==> config.mk <==
export PLATFORM = sky130hd
export DESIGN_NAME = measure_core
export DESIGN_NICKNAME = d
export VERILOG_FILES = /design/src/hdl/measure_pkg.sv /design/src/hdl/arp_req_if.sv /design/src/hdl/arp_reply_tx.sv /design/src/hdl/arp_req_queue.sv /design/src/hdl/eth_crc32.sv /design/src/hdl/measure_core.sv /design/src/hdl/rx_frame_parser.sv
export SDC_FILE = /design/constraint.sdc
export NUM_CORES = 1
export LEC_CHECK = 0
export BUFFER_PORTS_ARGS = -buffer_cell sky130_fd_sc_hd__buf_2
export CORE_ASPECT_RATIO = 1.75
export CORE_MARGIN = 4
export CORE_UTILIZATION = 45
export DETAILED_ROUTE_END_ITERATION = 10
export SYNTH_ARGS = -nofsm -noshare
export SYNTH_HDL_FRONTEND = slang
export SYNTH_SLANG_ARGS = --single-unit
==> constraint.sdc <==
create_clock -name gmii_tx_clk -period 4.1 [get_ports gmii_tx_clk]
set_input_delay 0.41 -clock gmii_tx_clk [delete_from_list [all_inputs] [get_ports gmii_tx_clk]]
set_output_delay 0.41 -clock gmii_tx_clk [all_outputs]
set_load 0.005 [all_outputs]
==> src/hdl/measure_pkg.sv <==
`default_nettype none

package measure_pkg;

  // --------------------------------------------------
  // Data and address types
  // --------------------------------------------------
  typedef logic [7:0]  byte_t;
  typedef logic [47:0] mac_addr_t;
  typedef logic [31:0] ipv4_addr_t;
  typedef logic [15:0] frame_count_t;     // Receive byte position
  typedef logic [6:0]  tx_count_t;        // Transmit byte position

  localparam mac_addr_t   LOCAL_MAC  = 48'h0037_7600_0101;
  localparam ipv4_addr_t  LOCAL_IPV4 = {8'd10, 8'd0, 8'd21, 8'd105};
  localparam logic [39:0] MAGIC_CODE = 40'hca_fe_c0_ff_ee;   // Measurement frame marker

  localparam logic [15:0] ETH_TYPE_ARP   = 16'h0806;
  localparam logic [15:0] ARP_HTYPE_ETH  = 16'h0001;
  localparam logic [15:0] ARP_PTYPE_IPV4 = 16'h0800;
  localparam logic [15:0] ARP_OP_REQUEST = 16'h0001;
  localparam logic [15:0] ARP_OP_REPLY   = 16'h0002;

  // --------------------------------------------------
  // Receive offsets, first destination MAC byte is 0
  // --------------------------------------------------
  localparam frame_count_t OFS_SRC_MAC   = 16'h06;
  localparam frame_count_t OFS_TYPE      = 16'h0c;
  localparam frame_count_t OFS_OPCODE    = 16'h14;
  localparam frame_count_t OFS_SENDER_IP = 16'h1c;
  localparam frame_count_t OFS_IPV4_IP   = 16'h1e;   // Overlaps the ARP sender IP
  localparam frame_count_t OFS_TARGET_IP = 16'h26;
  localparam frame_count_t OFS_MAGIC     = 16'h2a;
  localparam frame_count_t OFS_TSTAMP    = 16'h2f;
  localparam frame_count_t OFS_DECIDE    = 16'h33;

  // Reply frame layout, preamble included
  localparam tx_count_t REPLY_LEN  = 7'd72;
  localparam tx_count_t TX_OFS_DST = 7'd8;     // First byte after SFD
  localparam tx_count_t TX_OFS_PAD = 7'd50;
  localparam tx_count_t TX_OFS_FCS = 7'd68;
  localparam tx_count_t TX_GAP     = 7'd12;

  localparam logic [31:0] CRC32_POLY = 32'h04c1_1db7;
  localparam logic [31:0] CRC32_INIT = 32'hffff_ffff;

  // Reply queue
  localparam int REPLY_QUEUE_DEPTH = 2;
  localparam int QUEUE_PTR_W       = $clog2(REPLY_QUEUE_DEPTH);
  localparam int CREDIT_W          = $clog2(REPLY_QUEUE_DEPTH + 1);

  typedef logic [QUEUE_PTR_W-1:0] qptr_t;
  typedef logic [CREDIT_W-1:0]    credit_t;

  localparam qptr_t   QPTR_LAST     = qptr_t'(REPLY_QUEUE_DEPTH - 1);
  localparam credit_t QUEUE_CREDITS = credit_t'(REPLY_QUEUE_DEPTH);

endpackage

`default_nettype wire

==> src/hdl/arp_req_if.sv <==
`timescale 1ns/1ps
`default_nettype none

// One ARP reply request, credit flows back from the receiver
interface arp_req_if;

  logic                    push;      // One-cycle request strobe
  measure_pkg::mac_addr_t  dst_mac;   // Requester MAC
  measure_pkg::ipv4_addr_t dst_ip;    // Requester IPv4
  logic                    credit;    // One-cycle credit return

  modport sender (
    output push,
    output dst_mac,
    output dst_ip,
    input  credit
  );

  modport receiver (
    input  push,
    input  dst_mac,
    input  dst_ip,
    output credit
  );

endinterface

`default_nettype wire

==> src/hdl/arp_reply_tx.sv <==
`timescale 1ns/1ps
`default_nettype none

module arp_reply_tx (
  input  wire                gmii_tx_clk,
  input  wire                sys_rst,
  arp_req_if.receiver        req,
  output measure_pkg::byte_t gmii_txd,
  output logic               gmii_tx_en
);

  measure_pkg::mac_addr_t    dst_mac;
  measure_pkg::ipv4_addr_t   dst_ip;
  measure_pkg::tx_count_t    cnt;          // Byte or gap cycle index
  logic                      sending;
  logic                      in_gap;
  logic                      last_gap;
  measure_pkg::byte_t [41:0] hdr;          // Ethernet and ARP header, 42 bytes
  logic [5:0]                hdr_idx;
  logic [1:0]                fcs_sel;
  logic [3:0][7:0]           fcs;
  logic                      crc_init;
  logic                      crc_en;

  assign hdr = {dst_mac, measure_pkg::LOCAL_MAC, measure_pkg::ETH_TYPE_ARP,
                measure_pkg::ARP_HTYPE_ETH, measure_pkg::ARP_PTYPE_IPV4, 8'h06, 8'h04,
                measure_pkg::ARP_OP_REPLY, measure_pkg::LOCAL_MAC, measure_pkg::LOCAL_IPV4,
                dst_mac, dst_ip};

  assign hdr_idx  = 6'(measure_pkg::TX_OFS_PAD - 7'd1 - cnt);   // hdr[41] goes first
  assign fcs_sel  = 2'(cnt - measure_pkg::TX_OFS_FCS);
  assign crc_init = sending && (cnt == measure_pkg::TX_OFS_DST);
  assign crc_en   = sending && (cnt >= measure_pkg::TX_OFS_DST) &&
                    (cnt < measure_pkg::TX_OFS_FCS);
  assign last_gap = in_gap && (cnt == measure_pkg::TX_GAP - 7'd1);

  assign gmii_tx_en = sending;
  assign req.credit = last_gap;

  always_comb begin
    gmii_txd = 8'h00;
    if (sending) begin
      if (cnt < measure_pkg::TX_OFS_DST - 7'd1)
        gmii_txd = 8'h55;                  // Preamble
      else if (cnt == measure_pkg::TX_OFS_DST - 7'd1)
        gmii_txd = 8'hd5;                  // SFD
      else if (cnt < measure_pkg::TX_OFS_PAD)
        gmii_txd = hdr[hdr_idx];
      else if (cnt >= measure_pkg::TX_OFS_FCS)
        gmii_txd = fcs[2'd3 - fcs_sel];
    end
  end

  eth_crc32 u_eth_crc32 (
    .gmii_tx_clk (gmii_tx_clk),
    .sys_rst     (sys_rst),
    .init        (crc_init),
    .data        (gmii_txd),
    .data_en     (crc_en),
    .crc         (fcs)
  );

  always_ff @(posedge gmii_tx_clk) begin
    if (req.push) begin
      dst_mac <= req.dst_mac;
      dst_ip  <= req.dst_ip;
    end
  end

  always_ff @(posedge gmii_tx_clk) begin
    if (sys_rst) begin
      sending <= 1'b0;
      in_gap  <= 1'b0;
      cnt     <= '0;
    end else if (req.push) begin
      sending <= 1'b1;
      cnt     <= '0;
    end else if (sending) begin
      if (cnt == measure_pkg::REPLY_LEN - 7'd1) begin
        sending <= 1'b0;                   // Last FCS byte out
        in_gap  <= 1'b1;
        cnt     <= '0;
      end else begin
        cnt <= cnt + 7'd1;
      end
    end else if (in_gap) begin
      cnt <= cnt + 7'd1;
      if (last_gap)
        in_gap <= 1'b0;
    end
  end

  // Queue holds its single credit until the gap has run out
  no_push_while_busy: assert property (@(posedge gmii_tx_clk) disable iff (sys_rst)
    req.push |-> !sending && !in_gap);

endmodule

`default_nettype wire

==> src/hdl/arp_req_queue.sv <==
`timescale 1ns/1ps
`default_nettype none

module arp_req_queue (
  input wire          gmii_tx_clk,
  input wire          sys_rst,
  arp_req_if.receiver req_in,
  arp_req_if.sender   req_out
);

  measure_pkg::mac_addr_t  mac_mem [measure_pkg::REPLY_QUEUE_DEPTH];
  measure_pkg::ipv4_addr_t ip_mem  [measure_pkg::REPLY_QUEUE_DEPTH];
  measure_pkg::qptr_t      wr_ptr;
  measure_pkg::qptr_t      rd_ptr;
  measure_pkg::credit_t    count;        // Occupancy
  logic                    tx_credit;    // Transmitter can take one request
  logic                    forward;

  function automatic measure_pkg::qptr_t next_ptr(input measure_pkg::qptr_t p);
    return (p == measure_pkg::QPTR_LAST) ? '0 : p + 1'b1;
  endfunction

  assign forward = (count != '0) && tx_credit;

  always_ff @(posedge gmii_tx_clk) begin
    if (req_in.push) begin
      mac_mem[wr_ptr] <= req_in.dst_mac;
      ip_mem[wr_ptr]  <= req_in.dst_ip;
    end
    if (forward) begin
      req_out.dst_mac <= mac_mem[rd_ptr];   // Oldest entry
      req_out.dst_ip  <= ip_mem[rd_ptr];
    end
  end

  always_ff @(posedge gmii_tx_clk) begin
    if (sys_rst) begin
      wr_ptr        <= '0;
      rd_ptr        <= '0;
      count         <= '0;
      tx_credit     <= 1'b1;
      req_out.push  <= 1'b0;
      req_in.credit <= 1'b0;
    end else begin
      req_out.push  <= forward;
      req_in.credit <= forward;             // Entry freed upstream
      if (req_in.push)
        wr_ptr <= next_ptr(wr_ptr);
      if (forward)
        rd_ptr <= next_ptr(rd_ptr);
      case ({req_in.push, forward})
        2'b10:   count <= count + 1'b1;
        2'b01:   count <= count - 1'b1;
        default: count <= count;
      endcase
      if (forward)
        tx_credit <= 1'b0;
      else if (req_out.credit)
        tx_credit <= 1'b1;
    end
  end

  // Upstream credit accounting keeps the parser from overrunning the FIFO
  no_push_when_full: assert property (@(posedge gmii_tx_clk) disable iff (sys_rst)
    req_in.push |-> count != measure_pkg::QUEUE_CREDITS);

endmodule

`default_nettype wire

==> src/hdl/eth_crc32.sv <==
`timescale 1ns/1ps
`default_nettype none

module eth_crc32 (
  input  wire                     gmii_tx_clk,
  input  wire                     sys_rst,
  input  wire                     init,
  input  wire measure_pkg::byte_t data,
  input  wire                     data_en,
  output logic [31:0]             crc
);

  logic [31:0] crc_reg;
  logic [31:0] crc_base;

  // One byte through the polynomial, bit 0 first as on the wire
  function automatic logic [31:0] crc_step(input logic [31:0] c,
                                           input measure_pkg::byte_t d);
    logic [31:0] r;
    logic        fb;
    r = c;
    for (int i = 0; i < 8; i++) begin
      fb = r[31] ^ d[i];
      r  = {r[30:0], 1'b0} ^ (fb ? measure_pkg::CRC32_POLY : 32'h0);
    end
    return r;
  endfunction

  assign crc_base = init ? measure_pkg::CRC32_INIT : crc_reg;   // Restart at first MAC byte

  always_ff @(posedge gmii_tx_clk) begin
    if (sys_rst)
      crc_reg <= measure_pkg::CRC32_INIT;
    else if (init || data_en)
      crc_reg <= crc_step(crc_base, data);
  end

  // Complemented, each byte bit-reflected, MSB byte is sent first
  always_comb begin
    for (int i = 0; i < 32; i++) begin
      crc[i] = ~crc_reg[(i / 8) * 8 + 7 - (i % 8)];
    end
  end

endmodule

`default_nettype wire

==> src/hdl/measure_core.sv <==
`timescale 1ns/1ps
`default_nettype none

module measure_core (
  input  wire                     gmii_tx_clk,
  input  wire                     sys_rst,
  input  wire measure_pkg::byte_t gmii_rxd,
  input  wire                     gmii_rx_dv,
  input  wire                     sec_oneshot,
  input  wire [31:0]              global_counter,
  output measure_pkg::byte_t      gmii_txd,
  output logic                    gmii_tx_en,
  output logic [31:0]             rx_pps,
  output logic [31:0]             rx_throughput,
  output logic [23:0]             rx_latency,
  output logic [31:0]             rx_ipv4_ip
);

  arp_req_if req_in ();    // Parser to queue, REPLY_QUEUE_DEPTH credits
  arp_req_if req_out ();   // Queue to transmitter, one credit

  rx_frame_parser u_rx_frame_parser (
    .gmii_tx_clk    (gmii_tx_clk),
    .sys_rst        (sys_rst),
    .gmii_rxd       (gmii_rxd),
    .gmii_rx_dv     (gmii_rx_dv),
    .sec_oneshot    (sec_oneshot),
    .global_counter (global_counter),
    .req            (req_in),
    .rx_pps         (rx_pps),
    .rx_throughput  (rx_throughput),
    .rx_latency     (rx_latency),
    .rx_ipv4_ip     (rx_ipv4_ip)
  );

  arp_req_queue u_arp_req_queue (
    .gmii_tx_clk (gmii_tx_clk),
    .sys_rst     (sys_rst),
    .req_in      (req_in),
    .req_out     (req_out)
  );

  arp_reply_tx u_arp_reply_tx (
    .gmii_tx_clk (gmii_tx_clk),
    .sys_rst     (sys_rst),
    .req         (req_out),
    .gmii_txd    (gmii_txd),
    .gmii_tx_en  (gmii_tx_en)
  );

endmodule

`default_nettype wire

==> src/hdl/rx_frame_parser.sv <==
`timescale 1ns/1ps
`default_nettype none

module rx_frame_parser (
  input  wire                     gmii_tx_clk,
  input  wire                     sys_rst,
  input  wire measure_pkg::byte_t gmii_rxd,
  input  wire                     gmii_rx_dv,
  input  wire                     sec_oneshot,
  input  wire [31:0]              global_counter,
  arp_req_if.sender               req,
  output logic [31:0]             rx_pps,
  output logic [31:0]             rx_throughput,
  output logic [23:0]             rx_latency,
  output logic [31:0]             rx_ipv4_ip
);

  measure_pkg::frame_count_t rx_count;     // Byte position in current frame
  measure_pkg::mac_addr_t    src_mac;
  measure_pkg::ipv4_addr_t   sender_ip;
  measure_pkg::ipv4_addr_t   target_ip;
  logic [15:0]               rx_type;
  logic [15:0]               rx_opcode;
  logic [39:0]               rx_magic;
  logic [31:0]               tstamp;       // Sender timestamp
  logic [31:0]               pps;
  logic [31:0]               throughput;
  measure_pkg::credit_t      credits;      // Free queue entries
  logic [31:0]               latency_full;
  logic                      magic_hit;
  logic                      arp_hit;

  function automatic logic in_field(input measure_pkg::frame_count_t pos,
                                    input measure_pkg::frame_count_t ofs,
                                    input measure_pkg::frame_count_t len);
    return (pos >= ofs) && (pos < ofs + len);
  endfunction

  assign latency_full = global_counter - tstamp;
  assign magic_hit    = (rx_magic == measure_pkg::MAGIC_CODE);
  assign arp_hit      = (rx_type == measure_pkg::ETH_TYPE_ARP) &&
                        (rx_opcode == measure_pkg::ARP_OP_REQUEST) &&
                        (target_ip == measure_pkg::LOCAL_IPV4);

  // --------------------------------------------------
  // Header fields shifted in MSB first
  // --------------------------------------------------
  always_ff @(posedge gmii_tx_clk) begin
    if (gmii_rx_dv) begin
      if (in_field(rx_count, measure_pkg::OFS_SRC_MAC, 16'd6))
        src_mac <= {src_mac[39:0], gmii_rxd};
      if (in_field(rx_count, measure_pkg::OFS_TYPE, 16'd2))
        rx_type <= {rx_type[7:0], gmii_rxd};
      if (in_field(rx_count, measure_pkg::OFS_OPCODE, 16'd2))
        rx_opcode <= {rx_opcode[7:0], gmii_rxd};
      if (in_field(rx_count, measure_pkg::OFS_SENDER_IP, 16'd4))
        sender_ip <= {sender_ip[23:0], gmii_rxd};
      if (in_field(rx_count, measure_pkg::OFS_TARGET_IP, 16'd4))
        target_ip <= {target_ip[23:0], gmii_rxd};
      if (in_field(rx_count, measure_pkg::OFS_MAGIC, 16'd5))
        rx_magic <= {rx_magic[31:0], gmii_rxd};
      if (in_field(rx_count, measure_pkg::OFS_TSTAMP, 16'd4))
        tstamp <= {tstamp[23:0], gmii_rxd};
    end
    if (gmii_rx_dv && rx_count == measure_pkg::OFS_DECIDE && arp_hit) begin
      req.dst_mac <= src_mac;           // Reply goes back to the requester
      req.dst_ip  <= sender_ip;
    end
  end

  // --------------------------------------------------
  // Counters, decisions and credit
  // --------------------------------------------------
  always_ff @(posedge gmii_tx_clk) begin
    if (sys_rst) begin
      rx_count      <= '0;
      pps           <= '0;
      throughput    <= '0;
      credits       <= measure_pkg::QUEUE_CREDITS;
      req.push      <= 1'b0;
      rx_pps        <= '0;
      rx_throughput <= '0;
      rx_latency    <= '0;
      rx_ipv4_ip    <= '0;
    end else begin
      req.push <= 1'b0;
      if (gmii_rx_dv) begin
        rx_count <= rx_count + 16'd1;
        if (rx_count == '0)
          pps <= pps + 32'd1;           // Count at the first byte
        if (in_field(rx_count, measure_pkg::OFS_IPV4_IP, 16'd4))
          rx_ipv4_ip <= {rx_ipv4_ip[23:0], gmii_rxd};
        if (rx_count == measure_pkg::OFS_DECIDE) begin
          if (magic_hit)
            rx_latency <= latency_full[23:0];
          else if (arp_hit && credits != '0)
            req.push <= 1'b1;           // Dropped without credit
        end
      end else if (rx_count != '0) begin
        throughput <= throughput + {16'h0, rx_count};   // Frame end
        rx_count   <= '0;
      end

      case ({req.credit, req.push})
        2'b10:   credits <= credits + 1'b1;
        2'b01:   credits <= credits - 1'b1;
        default: credits <= credits;
      endcase

      if (sec_oneshot) begin
        rx_pps        <= pps;
        rx_throughput <= throughput;
        pps           <= '0;
        throughput    <= '0;
      end
    end
  end

  // The queue returns at most the credits the parser has spent
  credit_within_capacity: assert property (@(posedge gmii_tx_clk) disable iff (sys_rst)
    req.credit |-> credits != measure_pkg::QUEUE_CREDITS);

endmodule

`default_nettype wire

# Word-level counts from Yosys, hierarchy flattened

Memory sizes are Yosys's and may differ from the RTL's. A register that Yosys moved wholly into a read port is not among the register bits.
Cells that the tools add are included.

Register bits: 618
RAM bits: 160
Output and inout port bits: 129
Logic and storage cells: 215
Memories kept: 2

Memory list:

| name                    | depth | width | rd ports | clocked after Yosys merged registers in | wr ports | line                | RTL |
|---|---|---|---|---|---|---|---|
| u_arp_req_queue.mac_mem | 2     | 48    | 1        | 1                                       | 1        | arp_req_queue.sv:11 | `measure_pkg::mac_addr_t mac_mem [measure_pkg::REPLY_QUEUE_DEPTH];` |
| u_arp_req_queue.ip_mem  | 2     | 32    | 1        | 1                                       | 1        | arp_req_queue.sv:12 | `measure_pkg::ipv4_addr_t ip_mem [measure_pkg::REPLY_QUEUE_DEPTH];` |

Add/subtract/negate cells: 14
$lt $le $gt $ge: 23
Equal/unequal tests: 14
Multiplexer cells: 39
Bitwise gates (word level): 51
Reductions and logical operators: 43

Operators with widths:

| kind                    | count |
|---|---|
| $xor A32 B27 Y32        | 8 |
| $mux W27                | 8 |
| $lt A16 B6 Y1 const B   | 5 |
| $mux W8                 | 7 |
| $bmux W8 S6             | 1 |
| $ge A16 B5 Y1 const B   | 3 |
| $ge A16 B6 Y1 const B   | 3 |
| $eq A40 B40 Y1 const B  | 1 |
| $not A1 Y1              | 35 |
| $add A32 B1 Y32 const B | 1 |
| $add A32 B16 Y32        | 1 |
| $eq A32 B28 Y1 const B  | 1 |
| $lt A16 B4 Y1 const B   | 2 |
| $mux W16                | 2 |
| $mux W32                | 1 |
| $sub A24 B24 Y24        | 1 |
| $reduce_and A2 Y1       | 11 |
| $mux W7                 | 3 |
| $logic_and A1 B1 Y1     | 18 |
| $add A16 B1 Y16 const B | 1 |
| $bmux W8 S2             | 1 |
| $eq A16 B1 Y1 const B   | 1 |
| $eq A16 B12 Y1 const B  | 1 |
| $eq A16 B6 Y1 const B   | 1 |
| other kinds (32)        | 67 |

# Depth between registers and ports, before layout

Word-level depth: 33
Gate-level depth with buffers: 17
Gate-level depth less buffers: 14

# Hierarchy

From an unflattened synthesis, not the netlist that was laid out.

Cell total of the unflattened synthesis: 2460
Area total of the unflattened synthesis: 34215.3 um^2

Modules (own cells, without submodules):

| module          | instances | cells an instance | area an instance (um^2) | seq. area each (um^2) |
|---|---|---|---|---|
| rx_frame_parser | 1         | 1481              | 18905.6                 | 12712.2 |
| arp_req_queue   | 1         | 355               | 8413.1                  | 7327.0 |
| arp_reply_tx    | 1         | 310               | 4285.4                  | 2582.5 |
| eth_crc32       | 1         | 314               | 2611.3                  | 640.6 |

# Worst setup path before layout

Ideal clock, no wire load.

Path type: reg-to-reg
From: register u_rx_frame_parser.req.push
To: memory u_arp_req_queue.ip_mem[0][0] (netlist bit) (enable)
Arrival time: 3.773 ns
Setup slack: -0.193 ns
Stages on the path, launching flop included: 3
Path buffers: 0
Path through: dfxtp_1 > inv_1 > nor2_1

Cells in the longest elaborated chain, start to end: 2

Ends and longest elaborated chain:

| what                          | line                  | RTL |
|---|---|---|
| start, declared               | arp_req_if.sv:13      | `output push,` |
| start signal, assigned        | rx_frame_parser.sv:80 | `req.push <= 1'b0;` |
| start signal, assigned        | rx_frame_parser.sv:86 | `req.push <= 1'b0;` |
| start signal, assigned        | rx_frame_parser.sv:97 | `req.push <= 1'b1;` |
| $mux W1                       | arp_req_queue.sv:26   | `if (req_in.push) begin` |
| $mux W1 (implied by the code) | arp_req_queue.sv:28   | `ip_mem[wr_ptr] <= req_in.dst_ip;` |
| end, declared                 | arp_req_queue.sv:12   |  |

Every way passes these cells.

# Worst setup path after layout

From: register u_arp_reply_tx.cnt[3]
To: output gmii_txd[2]

Cells in the longest elaborated chain, start to end: 7

Ends and longest elaborated chain:

| what                          | line               | RTL |
|---|---|---|
| start, declared               | arp_reply_tx.sv:14 | `measure_pkg::tx_count_t cnt;` |
| start signal, assigned        | arp_reply_tx.sv:84 | `cnt <= cnt + 7'd1;` |
| start signal, assigned        | arp_reply_tx.sv:87 | `cnt <= cnt + 7'd1;` |
| $sub A6 B6 Y6                 | arp_reply_tx.sv:30 | `assign hdr_idx = 6'(measure_pkg::TX_OFS_PAD - 7'd1 - cnt);` |
| $bmux W8 S6                   | arp_reply_tx.sv:48 | `gmii_txd = hdr[hdr_idx];` |
| $mux W8 (implied by the code) | arp_reply_tx.sv:48 |  |
| $mux W8                       | arp_reply_tx.sv:47 | `else if (cnt < measure_pkg::TX_OFS_PAD)` |
| $mux W8                       | arp_reply_tx.sv:45 | `else if (cnt == measure_pkg::TX_OFS_DST - 7'd1)` |
| $mux W8 *                     | arp_reply_tx.sv:43 | `if (cnt < measure_pkg::TX_OFS_DST - 7'd1)` |
| $mux W8 *                     | arp_reply_tx.sv:42 | `if (sending) begin` |
| end, declared                 | measure_core.sv:11 | `output measure_pkg::byte_t gmii_txd,` |

Every way passes the cells marked *; elsewhere a longest branch is shown, timed or not. The select of a mux whose other input is x is not followed.

==> results_dict.tcl <==
set metrics [dict create \
    status "finished clean" \
    layoutNonFillerInstCount 3599 \
    drive_above_1_share_pct 19.7 \
    gp_congestion 0.883 \
    syn_area_per_cell_um2 14.2 \
    drt_iter0_drc 1012 \
    final_cell_mix "edfxtp_1, nor2_1, dfxtp_1" \
    grt_pass1_vias 19800 \
    path_class "reg -> out" \
    p_switching_uw 4360 \
    yosysWarnings 0 \
    ir_drop_v 0.000329 \
    core_um2 73800 \
    cp.required_ns 3.69 \
    chipWidth_um 214 \
    vias 19100 \
    postSynthCellCount 2361 \
    crit_path_max_fanout 15 \
    setup_viol 0 \
    synth_edf_count 608 \
    insertion_delay_ns 0.65 \
    reg_top3 "u_arp_req_queue.mac_mem (96), u_arp_req_queue.ip_mem (64)" \
    p_leak_uw 0.0136 \
    cts.sinks 858 \
    cp-start-kind "flip-flop" \
    arrival_ns 3.41 \
    hold_violations 0 \
    fp.dieH_um 369 \
    maxSlewViolCount 0 \
    hpwl_um 46600 \
    synth_cell_types 87 \
    viasPerCell 5.29 \
    switching_share_pct 23.2 \
    clockBufferDepth 3 \
    fmax_mhz 262 \
    dp_cells 3454 \
    synth-async-reset-ratio_pct 0 \
    rows 132 \
    antenna_left 0 \
    rsz0062_at_grt "no" \
    area_delta_synth_final_pct 14.7 \
    syn_area_um2 33500 \
    tritoncts "done" \
    drc 0 \
    globalRouteTotalUtil_pct 17.3 \
    grt_pass1_wl_um 109000 \
    maxCapViolCount 0 \
    period_minus_slack_ns 3.82 \
    dieArea_um2 79000 \
    layout_commonest_cell "edfxtp_1" \
    worst_pin_slew_ns 1.18 \
    period_share_pct 93.1 \
    hold_class "in -> reg" \
    portBuffers 164 \
    start_util_pct 45.4 \
    cts_root_buf "clkbuf_16" \
    synth_nets 2456 \
    synth_ff_type "edfxtp_1" \
    ys_seq_area_share_pct 69.5 \
    cts_hold_buf 0 \
    drt-pass1-iter-count 5 \
    p_int_uw 14500 \
    endpoint_kind "output pin" \
    io_pins 173 \
    fin_nets 2691 \
    wl_per_cell_um 19.1 \
    relSlewSlack_pct 20.8 \
    ys_seq_elements 858 \
    skew_ns 0.0293 \
    grt_start_max_net_pins 101 \
    grt_overflow 0 \
    regMostFlops "u_arp_req_queue.mac_mem" \
    p_per_area_nw_per_um2 490 \
    drt_wl_total_um 68800 \
    tns_ns 0 \
    antenna_found_initial 1 \
    clockPowerShare_pct 37.5 \
    htreeDepth 3 \
    largest_reg_flops 96 \
    clk_pin_slew_worst_paths_ns 0.07 \
    cts_inserted_buffers 78 \
    p_comb_share_pct 8.9 \
    p_seq_share_pct 53.6 \
]
## per-layer routing
metal  up-vias  routed length, um  track usage, %
li1       9169                  -               -
met3       119               2670            3.30
met4         0               2210            7.05
met1      9398              25900            18.6
met2       368              38000            33.1
met5         -                  0               0
## final cells by class
cell class | instances | area [um2]
diodes | 1 | 2.50
clock buffers | 93 | 2030
clock inverters | 51 | 473
fillers | 6096 | 35400
inverters | 58 | 218
multi-input cells | 1346 | 9660
flip-flops and latches | 858 | 23300
well taps | 938 | 1170
repair buffers | 254 | 1570
## cells by family (layout without fill, tap and decap cells)
logic type / after synthesis / after routing / synth area share [%]
AO/OA/AOI/OAI: 286 / 286 / 5.67
XOR/XNOR: 145 / 145 / 4.07
adder cells (fa/ha/maj): 51 / 51 / 1.95
buffers and inverters: 157 / 456 / 1.95
flip-flops: 858 / 858 / 69.5
multiplexers: 214 / 214 / 7.52
other: 0 / 1 / 0
AND/OR/NAND/NOR: 650 / 650 / 9.35
## synth_stat cells, types with 5 or more instances
cell type  count  area (um2)
nor2b_1       16         100
o31a_1         5        43.8
xor2_1        55         482
xnor2_2        9         146
nor4b_1       11        96.3
nor3_1        34         170
a21o_1        14         105
mux4_2        22         495
buf_2          9        45.0
ha_1          49         613
xnor2_1       79         692
nand3b_1       5        37.5
clkbuf_1      68         255
o21a_1         9        67.6
or3_1         28         175
nand2_1      105         394
mux2_2        81         912
nor4_1        15        93.8
a21boi_0       8        60.1
buf_4          6        45.0
nand4b_1       5        43.8
and2_1        13        81.3
edfxtp_1     608       18300
o21ai_0       50         250
buf_1         12        45.0
nor4bb_1       6        60.1
nand2b_1      13        81.3
nand3_1       48         240
a21oi_1       99         495
mux2i_1      111        1110
nor3b_1        6        45.0
a31oi_1       10        62.6
a211oi_1       8        60.1
o211ai_1      29         218
and3_1        22         138
or2_2         12        75.1
o31ai_1        5        37.5
nor2_1       275        1030
inv_1         56         210
nand4_1       21         131
dfxtp_1      250        5000
## final timing paths
path / from / endpoint / slack (ns) / cells after the start
setup / recovery: u_arp_reply_tx.cnt[3] / gmii_txd[2] / 0.28 / 8
hold reg to reg: u_arp_req_queue.req_out.dst_mac[47] / u_arp_reply_tx.dst_mac[47] / 0.41 / 0
setup reg to reg: u_arp_reply_tx.cnt[5] / u_arp_reply_tx.u_eth_crc32.crc_reg[12] / 0.31 / 12
hold / removal: sys_rst / u_rx_frame_parser.rx_throughput[17] / 0.1 / 2
## worst max-delay path: stages, from the launching register on
cell	delay, ns
dfxtp_1	0.48
or3_4	0.43
a2111oi_4	0.35
or2_1	0.33
nand2_1	0.09
o41ai_1	0.58
nor2_1	0.18
nor2_1	0.17
buf_2	0.14
## stage by stage
step | hold WS (ns) | area, um2 | setup slack (ns) | utilization [%] | power [uW]
2_1_floorplan | 0.400 | 33500 | 0.0629 | - | 11400
3_3_place_gp | 0.400 | 35900 | 0.380 | 48.6 | 12000
3_5_place_dp | 0.405 | 35900 | 0.274 | 48.6 | 12000
4_1_cts | 0.0459 | 38400 | 0.182 | 52.0 | 19100
5_1_grt | 0.0829 | 38400 | 0.0348 | 52.0 | 19600
6_report | 0.0952 | 38400 | 0.285 | 52.0 | 18800
## power groups by stage
stage               Combinational, uW  Clock, uW  Sequential (uW)
floorplan                        1220          0            10200
global placement                 1690          0            10300
detailed placement               1710          0            10300
CTS                              1720       7270            10100
global route                     1830       7640            10100
finish                           1680       7050            10100
## repair_timing
action,4_1_cts,5_1_grt
resized for setup,0,2
hold endpoints to repair,0,0
endpoints found under the setup margin,0,5
buffers inserted,0,0
(Power assumes the default switching activity.)
